$ cat src/mac_io_params.svh
`ifndef MAC_IO_PARAMS_SVH
`define MAC_IO_PARAMS_SVH

// ======================================================================
// Address map of the 68000 bus (byte addresses)
// ======================================================================
`define MAC_REGION_MASK   24'hF00000  // 1 MB decode granularity
`define MAC_LOW_MASK      24'hC00000  // Low 4 MB window at 0
`define MAC_ROM_BASE      24'h400000  // ROM is always here
`define MAC_RAM_ALT_BASE  24'h600000  // RAM while ROM overlays 0
`define MAC_VIA_BASE      24'hE00000  // VIA region
`define MAC_PERIPH_BIT    23          // Upper half is peripheral space

// ======================================================================
// VIA constants
// ======================================================================
`define MAC_VIA_LOW_BYTE  8'hEF       // Lower data byte on VIA reads
`define MAC_VIA_UNMAPPED  8'hBE       // Unimplemented register index
`define MAC_DDRA_VALUE    8'h7F       // Fixed port A directions
`define MAC_DDRB_FIXED    7'b1000011  // Port B direction bits 7:1
`define MAC_PORTA_RESET   8'h7F       // Bit 4 high so ROM overlays 0
`define MAC_PORTB_RESET   8'hFF
`define MAC_ACR_SHIFT_OUT 3'b111      // ACR[4:2] shift out under clock

// Video timebase
`define MAC_VSYNC_PER_SEC 60

`endif

$ cat src/mac_io_pkg.sv
`default_nettype none

package mac_io_pkg;

  // ======================================================================
  // VIA register index, taken from address bits 12:9
  // ======================================================================
  typedef enum logic [3:0] {
    VIA_PORTB    = 4'h0,  // ORB/IRB
    VIA_PORTA_HS = 4'h1,  // Port A with handshake, not used here
    VIA_DDRB     = 4'h2,
    VIA_DDRA     = 4'h3,
    VIA_T1CL     = 4'h4,  // Timer 1 counter low
    VIA_T1CH     = 4'h5,
    VIA_T1LL     = 4'h6,  // Timer 1 latch low
    VIA_T1LH     = 4'h7,
    VIA_T2CL     = 4'h8,  // Low latch on write, count on read
    VIA_T2CH     = 4'h9,  // Loads and arms timer 2
    VIA_SR       = 4'hA,  // Keyboard shift register
    VIA_ACR      = 4'hB,
    VIA_PCR      = 4'hC,
    VIA_IFR      = 4'hD,
    VIA_IER      = 4'hE,
    VIA_PORTA    = 4'hF   // ORA without handshake
  } via_reg_e;

  // Bit positions in IFR and IER
  typedef enum logic [2:0] {
    IRQ_ONESEC   = 3'd0,
    IRQ_VBLANK   = 3'd1,
    IRQ_KEYREADY = 3'd2,
    IRQ_KEYBIT   = 3'd3,
    IRQ_KEYCLK   = 3'd4,
    IRQ_T2       = 3'd5,
    IRQ_T1       = 3'd6
  } via_irq_e;

  localparam int VIA_IRQ_COUNT = 7;

  // Flag or enable vector, one bit per via_irq_e
  typedef logic [VIA_IRQ_COUNT-1:0] via_flags_t;

endpackage

`default_nettype wire

$ cat src/cpu_bus_if.sv
`default_nettype none

// One decoded VIA access plus its read data
interface cpu_bus_if import mac_io_pkg::*; ();

  logic       sel;      // VIA region while address strobe low
  logic       write;    // CPU write cycle
  via_reg_e   reg_idx;  // From address bits 12:9
  logic [7:0] wdata;    // Upper CPU data byte
  logic       upper;    // Upper data strobe active
  logic [7:0] rdata;    // Register read value

  modport decoder (
    output sel,
    output write,
    output reg_idx,
    output wdata,
    output upper,
    input  rdata
  );

  modport via (
    input  sel,
    input  write,
    input  reg_idx,
    input  wdata,
    input  upper,
    output rdata
  );

endinterface

`default_nettype wire

$ cat src/bus_decode.sv
`default_nettype none
`include "mac_io_params.svh"

module bus_decode import mac_io_pkg::*; (
  input  wire  [23:1] cpu_a,      // 68000 word address
  input  wire         cpu_as_n,   // Address strobe
  input  wire         cpu_rw,     // High for read
  input  wire         cpu_uds_n,  // Upper data strobe
  input  wire  [15:0] cpu_dout,   // Data from CPU
  input  wire  [15:0] ram_dout,
  input  wire  [15:0] rom_dout,
  input  wire         overlay,    // ROM mapped at 0
  output logic        ram_cs,
  output logic        rom_cs,
  output logic        vpa_n,      // Valid peripheral address
  output logic [23:0] ram_addr,   // Byte address relative to RAM base
  output logic [15:0] cpu_din,    // Data to CPU
  cpu_bus_if.decoder  bus
);

  logic [23:0] byte_addr;
  logic [23:0] region;
  logic [23:0] ram_base;
  logic        low_region;
  logic        periph;
  logic        via_cs;

  // ======================================================================
  // Region decode
  // ======================================================================
  assign byte_addr  = {cpu_a, 1'b0};
  assign region     = byte_addr & `MAC_REGION_MASK;
  assign low_region = (byte_addr & `MAC_LOW_MASK) == 24'h000000;  // 0x000000..0x3FFFFF
  assign periph     = cpu_a[`MAC_PERIPH_BIT];
  assign via_cs     = region == `MAC_VIA_BASE;

  always_comb begin
    rom_cs = 1'b0;
    ram_cs = 1'b0;
    if (region == `MAC_ROM_BASE)
      rom_cs = 1'b1;                  // ROM visible here in both maps
    if (low_region) begin
      if (overlay)
        rom_cs = 1'b1;                // Boot map, ROM at 0
      else
        ram_cs = 1'b1;                // Normal map, RAM at 0
    end
    // RAM moves up while ROM sits at 0
    if (overlay && region == `MAC_RAM_ALT_BASE)
      ram_cs = 1'b1;
  end

  // RAM base follows the overlay bit
  assign ram_base = overlay ? `MAC_RAM_ALT_BASE : 24'h000000;
  assign ram_addr = byte_addr - ram_base;

  // 6800-style cycle for the whole upper half
  assign vpa_n = ~periph | cpu_as_n;

  // ======================================================================
  // VIA access toward the register block
  // ======================================================================
  assign bus.sel     = via_cs & ~cpu_as_n;
  assign bus.write   = ~cpu_rw;
  assign bus.reg_idx = via_reg_e'(cpu_a[12:9]);  // RS3..RS0
  assign bus.wdata   = cpu_dout[15:8];           // VIA sits on the upper byte
  assign bus.upper   = ~cpu_uds_n;

  // Read data mux, VIA first then other peripherals
  always_comb begin
    if (via_cs)
      cpu_din = {bus.rdata, `MAC_VIA_LOW_BYTE};
    else if (periph)
      cpu_din = 16'h0000;             // SCC, IWM, mouse and the rest read zero
    else if (ram_cs)
      cpu_din = ram_dout;
    else
      cpu_din = rom_dout;             // ROM and unmapped low space
  end

endmodule

`default_nettype wire

$ cat src/vblank_timebase.sv
`default_nettype none
`include "mac_io_params.svh"

module vblank_timebase (
  input  wire  clk_cpu,
  input  wire  reset,
  input  wire  vsync,         // From video timing, active low
  output logic frame_pulse,   // One cycle per vsync falling edge
  output logic second_pulse   // With every sixtieth frame pulse
);

  localparam int CNT_W = $clog2(`MAC_VSYNC_PER_SEC);
  localparam logic [CNT_W-1:0] LAST_FRAME = CNT_W'(`MAC_VSYNC_PER_SEC - 1);

  logic             vsync_q;    // First sample
  logic             vsync_qq;   // Previous sample
  logic [CNT_W-1:0] frame_cnt;

  // Sample vsync into the CPU domain
  always_ff @(posedge clk_cpu) begin
    if (reset) begin
      vsync_q  <= 1'b0;   // Low start avoids a false edge
      vsync_qq <= 1'b0;
    end else begin
      vsync_q  <= vsync;
      vsync_qq <= vsync_q;
    end
  end

  assign frame_pulse  = vsync_qq & ~vsync_q;              // High to low seen
  assign second_pulse = frame_pulse & (frame_cnt == LAST_FRAME);

  // Frames within the current second
  always_ff @(posedge clk_cpu) begin
    if (reset) begin
      frame_cnt <= '0;
    end else if (frame_pulse) begin
      if (frame_cnt == LAST_FRAME)
        frame_cnt <= '0;                                  // Wrap after sixty
      else
        frame_cnt <= frame_cnt + 1'b1;
    end
  end

endmodule

`default_nettype wire

$ cat src/via_regs.sv
`default_nettype none
`include "mac_io_params.svh"

module via_regs import mac_io_pkg::*; (
  input  wire      clk_cpu,
  input  wire      reset,
  input  wire      frame_pulse,   // Sets VBLANK
  input  wire      second_pulse,  // Sets ONESEC
  input  wire      hsync,
  cpu_bus_if.via   bus,
  output logic     overlay,       // ROM mapped at 0
  output logic     audio,         // Sound enable line, port B bit 7
  output logic     via_irq_n      // To CPU interrupt encoder
);

  logic [7:0]  port_a;
  logic [7:0]  port_b;
  logic        ddr_b0;        // Only implemented direction bit
  logic [7:0]  acr;
  logic [7:0]  sr;
  logic [15:0] t1_count;
  logic [15:0] t1_latch;
  logic [15:0] t2_count;
  logic [7:0]  t2_latch_low;
  via_flags_t  ifr;
  via_flags_t  ier;
  logic        access;
  logic        wr;
  logic        rd;
  logic        irq_any;

  // Strobe held over several clocks, updates are idempotent
  assign access = bus.sel & bus.upper;
  assign wr     = access & bus.write;
  assign rd     = access & ~bus.write;

  // ======================================================================
  // Register writes, read side effects and timebase events
  // ======================================================================
  always_ff @(posedge clk_cpu) begin
    if (reset) begin
      port_a       <= `MAC_PORTA_RESET;
      port_b       <= `MAC_PORTB_RESET;
      ddr_b0       <= 1'b1;
      acr          <= 8'h00;
      sr           <= 8'h00;
      t1_count     <= 16'h0000;
      t1_latch     <= 16'h0000;
      t2_count     <= 16'h0000;
      t2_latch_low <= 8'h00;
      ifr          <= '0;
      ier          <= '0;
    end else begin
      if (wr) begin
        case (bus.reg_idx)
          VIA_PORTB: port_b <= bus.wdata;
          VIA_DDRB:  ddr_b0 <= bus.wdata[0];
          VIA_T1CL:  t1_count[7:0]  <= bus.wdata;
          VIA_T1CH:  t1_count[15:8] <= bus.wdata;
          VIA_T1LL:  t1_latch[7:0]  <= bus.wdata;
          VIA_T1LH:  t1_latch[15:8] <= bus.wdata;
          VIA_T2CL:  t2_latch_low   <= bus.wdata;  // Held until the high write
          VIA_T2CH: begin                          // Arm timer 2
            t2_count       <= {bus.wdata, t2_latch_low};
            ifr[IRQ_T2]    <= 1'b0;
          end
          VIA_SR: begin
            sr <= bus.wdata;
            // Byte handed to the keyboard side
            if (acr[4:2] == `MAC_ACR_SHIFT_OUT)
              ifr[IRQ_KEYREADY] <= 1'b1;
          end
          VIA_ACR:   acr <= bus.wdata;
          VIA_IFR:   ifr <= ifr & ~bus.wdata[6:0];  // Write one to clear
          VIA_IER: begin
            if (bus.wdata[7])
              ier <= ier | bus.wdata[6:0];          // Set selected enables
            else
              ier <= ier & ~bus.wdata[6:0];         // Clear selected enables
          end
          VIA_PORTA: port_a <= bus.wdata;
          default: ;                                // DDRA, PCR fixed
        endcase
      end

      if (rd) begin
        case (bus.reg_idx)
          VIA_PORTB: begin
            ifr[IRQ_KEYCLK] <= 1'b0;
            ifr[IRQ_KEYBIT] <= 1'b0;
          end
          VIA_T2CL: ifr[IRQ_T2]       <= 1'b0;
          VIA_SR:   ifr[IRQ_KEYREADY] <= 1'b0;
          VIA_PORTA: begin
            ifr[IRQ_ONESEC] <= 1'b0;
            ifr[IRQ_VBLANK] <= 1'b0;
          end
          default: ;
        endcase
      end

      // Events after CPU clears so a coincident event is kept
      if (frame_pulse)
        ifr[IRQ_VBLANK] <= 1'b1;
      if (second_pulse)
        ifr[IRQ_ONESEC] <= 1'b1;
    end
  end

  assign irq_any   = |(ifr & ier);
  assign via_irq_n = ~irq_any;
  assign overlay   = port_a[4];
  assign audio     = port_b[7];

  // ======================================================================
  // Read data
  // ======================================================================
  always_comb begin
    case (bus.reg_idx)
      VIA_PORTB: bus.rdata = {port_b[7], ~hsync, 3'b000, port_b[2:1],
                              ddr_b0 & port_b[0]};  // Mouse and RTC in read zero
      VIA_DDRB:  bus.rdata = {`MAC_DDRB_FIXED, ddr_b0};
      VIA_DDRA:  bus.rdata = `MAC_DDRA_VALUE;
      VIA_T1CL:  bus.rdata = t1_count[7:0];
      VIA_T1CH:  bus.rdata = t1_count[15:8];
      VIA_T1LL:  bus.rdata = t1_latch[7:0];
      VIA_T1LH:  bus.rdata = t1_latch[15:8];
      VIA_T2CL:  bus.rdata = t2_count[7:0];
      VIA_T2CH:  bus.rdata = t2_count[15:8];
      VIA_SR:    bus.rdata = sr;
      VIA_ACR:   bus.rdata = acr;
      VIA_PCR:   bus.rdata = 8'h00;
      VIA_IFR:   bus.rdata = {irq_any, ifr};        // Bit 7 is the summary
      VIA_IER:   bus.rdata = {1'b0, ier};
      VIA_PORTA: bus.rdata = {1'b0, port_a[6:0]};   // SCC wait request reads 0
      default:   bus.rdata = `MAC_VIA_UNMAPPED;
    endcase
  end

endmodule

`default_nettype wire

$ cat src/mac_io.sv
`default_nettype none

module mac_io (
  input  wire         clk_cpu,
  input  wire         reset,
  input  wire  [23:1] cpu_a,      // 68000 word address
  input  wire         cpu_as_n,
  input  wire         cpu_rw,
  input  wire         cpu_uds_n,
  input  wire  [15:0] cpu_dout,   // Data from CPU
  input  wire  [15:0] ram_dout,
  input  wire  [15:0] rom_dout,
  input  wire         vsync,
  input  wire         hsync,
  output logic [15:0] cpu_din,    // Data to CPU
  output logic        ram_cs,
  output logic        rom_cs,
  output logic        vpa_n,
  output logic [23:0] ram_addr,
  output logic        overlay,
  output logic        audio,
  output logic        via_irq_n
);

  logic frame_pulse;
  logic second_pulse;

  cpu_bus_if via_bus ();  // Decoder to VIA

  // ======================================================================
  // Address decode and read mux
  // ======================================================================
  bus_decode u_decode (
    .cpu_a     (cpu_a),
    .cpu_as_n  (cpu_as_n),
    .cpu_rw    (cpu_rw),
    .cpu_uds_n (cpu_uds_n),
    .cpu_dout  (cpu_dout),
    .ram_dout  (ram_dout),
    .rom_dout  (rom_dout),
    .overlay   (overlay),     // Back from port A
    .ram_cs    (ram_cs),
    .rom_cs    (rom_cs),
    .vpa_n     (vpa_n),
    .ram_addr  (ram_addr),
    .cpu_din   (cpu_din),
    .bus       (via_bus)
  );

  // Vertical blank and one second events
  vblank_timebase u_timebase (
    .clk_cpu      (clk_cpu),
    .reset        (reset),
    .vsync        (vsync),
    .frame_pulse  (frame_pulse),
    .second_pulse (second_pulse)
  );

  via_regs u_via (
    .clk_cpu      (clk_cpu),
    .reset        (reset),
    .frame_pulse  (frame_pulse),
    .second_pulse (second_pulse),
    .hsync        (hsync),
    .bus          (via_bus),
    .overlay      (overlay),
    .audio        (audio),
    .via_irq_n    (via_irq_n)
  );

endmodule

`default_nettype wire

$ cat config.mk
export PLATFORM = sky130hd
export DESIGN_NAME = mac_io
export DESIGN_NICKNAME = d
export VERILOG_FILES = /design/src/mac_io_pkg.sv /design/src/cpu_bus_if.sv /design/src/bus_decode.sv /design/src/vblank_timebase.sv /design/src/via_regs.sv /design/src/mac_io.sv
export VERILOG_INCLUDE_DIRS = /design/src
export SDC_FILE = /design/constraint.sdc
export NUM_CORES = 1
export LEC_CHECK = 0
export BUFFER_PORTS_ARGS = -buffer_cell sky130_fd_sc_hd__buf_2
export CAP_MARGIN = 20
export CORE_MARGIN = 4
export CORE_UTILIZATION = 40
export DETAILED_ROUTE_END_ITERATION = 10
export SLEW_MARGIN = 20
export SYNTH_ARGS = -nofsm -noshare
export SYNTH_HDL_FRONTEND = slang
export SYNTH_SLANG_ARGS = --single-unit
$ cat constraint.sdc
create_clock -name clk_cpu -period 2.9 [get_ports clk_cpu]
set_clock_uncertainty 0.2 [all_clocks]
set_input_delay 0.145 -clock clk_cpu [delete_from_list [all_inputs] [get_ports clk_cpu]]
set_output_delay 0.145 -clock clk_cpu [all_outputs]
set_load 0.1 [all_outputs]
==> run summary <==
run status: complete, no violations
Root Buffer: clkbuf_16
n_diodes: 0
count of final setup violators: 0
final std cells w/o fill: 935
area growth from synthesis to layout: 18.2%
worst skew pair latency: 0.36 ns
DRC Markers: 0
Pint: 2260 uW
number of synthesized flops with an enable pin: 0
worst setup path startpoint: cpu_a[10]
WP data required: 2.56 ns
Switching Fraction: 0.305
Flop pwr share: 0.449
Reg2Reg Setup Slack: 1.17 ns
Peak VDD IR: 0.000257 V
Cells after Synth: 706
endpoint class of the critical path: output port
Clock Pin Slew Worst Setup and Hold Paths: 0.07 ns
WL per Instance: 19.6 microns
Avg Cell Area, Syn: 7.93 sq um
number of global-route vias before repair: 5,139
Sink Count: 106
share of the synthesized area in the top cell type: 0.379
Synth Warn #: 0
Placer Congestion: 0.935
IO Pins: 124
worst setup path end: cpu_din[10]
mux share of post-synthesis cell area: 0.0849
Design Area, Final: 6620 sq um
CP Launch Type: input pin
Slew Limit Headroom: 0.336
drt via density: 5.75
total track usage: 0.228
port buffer count: 84
Placed Cells: 916
post-CTS setup buffer count: 0
ys flop type: dfxtp_1
Compound-Gate Fraction of Synth Area: 0.187
largest family of logic cells by synthesized area: simple AND/OR/NAND/NOR gates
final WL: 18,300 microns
DR pass1 iterations: 5
clock power share: 0.370
Slew @ Worst Pin: 0.997 ns
Core ar.: 13,500 sq um
antenna violations before repair: 0
Yosys reg bits: 106
xor/xnor cell area share of the yosys netlist: 0.00939
hold_buf cts: 4
asr flop ratio synth: 0
Syn Nets: 787
reg2reg end: u_timebase.frame_cnt[2]
register area share after synthesis: 0.379
Total Power: 3250 uW
Fin. Hold Viols: 0
sw power: 992 uW
mapped cell area: 5600 sq um
CTS tree: built
Via Count: 5,379
PD cells: 492 nW/um^2
Post-DRT Antenna Nets: 0
LEAKAGE: 0.00251 uW
part of the power in combinational logic: 0.182
# rows: 42
gr ovfl total: 0
Max FO, Critical Path: 32
critical path class: input pin to output port
final core utilization: 0.492
first-pass GRT wire length: 28,800 microns
TritonCTS Buffers: 9
Total Nets Final: 836
HP Class: input pin to register
final setup margin: 0.317 ns
Die H: 126 microns
Final Critical Period: 2.58 ns
largest net degree at the start of global routing: 39
Fmax: 387 MHz
Crit Reg-Reg Startpoint: u_timebase.vsync_qq
pre-CTS setup slack: 0.317 ns
DP HPWL: 13,100 microns
Post-DP Area: 6290 sq um
post-cts resize count: 0
RSZ-0062 raised after global routing: false
Synth Area in Simple Gates: 0.252
ratio of cells with drive above 1 in the final layout: 0.208
die area: 16,000 sq um
Initial Util: 0.416
Initial DRC Count: 480
most common cell in the netlist: nand2_1
Final Max Tran Viols: 0
Distinct cells, synth: 65
worst r2r path cells: 6
H-tree Lvls: 3
post-synth top area cell: dfxtp_1
die width: 126 microns
commonest cells in the netlist: nand2_1, dfxtp_1, a21oi_1, nor2_1, mux2i_1
Max-cap violations: 0
synth top area cells: dfxtp_1, nand2_1, mux2i_1, a21oi_1, nor2_1
Worst EP arrival: 2.24 ns
CTS max path bufs: 2
Tcrit/Tclk final: 0.891
Post-Synth Adder-Cell Area: 0.00804
how the worst min path moves through the flow:
stage,start,to,slack [ns],depth (start not counted)
3_3_place_gp,cpu_a[14],ram_addr[14],0.09,0
6_report,cpu_dout[12],u_via.ifr[4],0.03,2
5_1_grt,cpu_dout[13],u_via.sr[5],0.03,3
3_5_place_dp,cpu_a[14],ram_addr[14],0.09,0
2_1_floorplan,cpu_dout[12],u_via.port_a[4],0.06,1
4_1_cts,cpu_dout[14],u_via.ifr[6],0.008,2
area by class of cell:
cell class                      instances  area, sq um
Clock buffer                           12          267
Clock inverter                          3         22.5
Fill cell                            1305         6840
Inverter                               12         45.0
Multi-Input combinational cell        509         3190
Sequential cell                       106         2120
Tap cell                              176          220
Timing Repair Buffer                  117          753
worst max-delay path: stages:
cell	delay (ns)
buf_2	0.47
buf_4	0.33
nor2b_1	0.10
a22oi_1	0.25
nor2_1	0.08
nor4bb_1	0.32
buf_4	0.18
nor3_4	0.03
buf_2	0.33
kinds of logic after synthesis:
logic type      after synthesis
other cells                   1
xor+xnor                      6
flops                       106
simple gates                293
fa+ha+maj                     3
buf+inv                      91
compound gates              160
mux                          46
power by group through the flow:
stage	Clock [uW]	Combinational, uW	Sequential [uW]
after floorplan	0	521	1490
after global placement	0	577	1490
after detailed placement	0	583	1490
after CTS	1230	589	1460
after global routing	1270	621	1460
final	1200	591	1460
routing by layer:
metal,routed length (microns),track usage,share of wire,vias to the layer above
li1,-,-,-,2537
met4,664,0.114,0.036,0
met1,7780,0.299,0.42,2530
met2,8450,0.366,0.46,264
met3,1430,0.0370,0.078,48
met5,0,0,0,-
cell usage in the layout, fill, tap and decap left out, types with 7 or more instances in the layout:
cell type / n
nor3_1: 7
a211o_1: 11
nand2b_1: 8
nor2b_1: 32
o21ai_0: 13
nand2_1: 126
buf_4: 29
a21oi_1: 71
nand3_1: 24
mux2i_1: 42
a211oi_1: 13
inv_1: 12
dfxtp_1: 105
nor2_1: 48
nor2_4: 8
clkbuf_16: 9
buf_2: 79
per-stage QoR:
step / hold WS, ns / TNS [ns]
4_1_cts: 0.00780 / 0
5_1_grt: 0.0276 / 0
2_1_floorplan: 0.0628 / -0.0567
6_report: 0.0286 / 0
3_3_place_gp: 0.0907 / 0
3_5_place_dp: 0.0907 / 0
state kept, by name, summed over array words and instances (netlist names), named ones only:
name / flops
u_timebase.frame_cnt: 6
u_via.sr: 8
u_via.port_b: 4
u_via.ddr_b0: 1
u_via.t2_count: 16
u_timebase.vsync_qq: 1
u_via.port_a: 7
u_via.t1_count: 16
u_via.t2_latch_low: 8
u_via.t1_latch: 16
u_timebase.vsync_q: 1
u_via.acr: 8
u_via.ifr: 7
(Power assumes the default switching activity.)
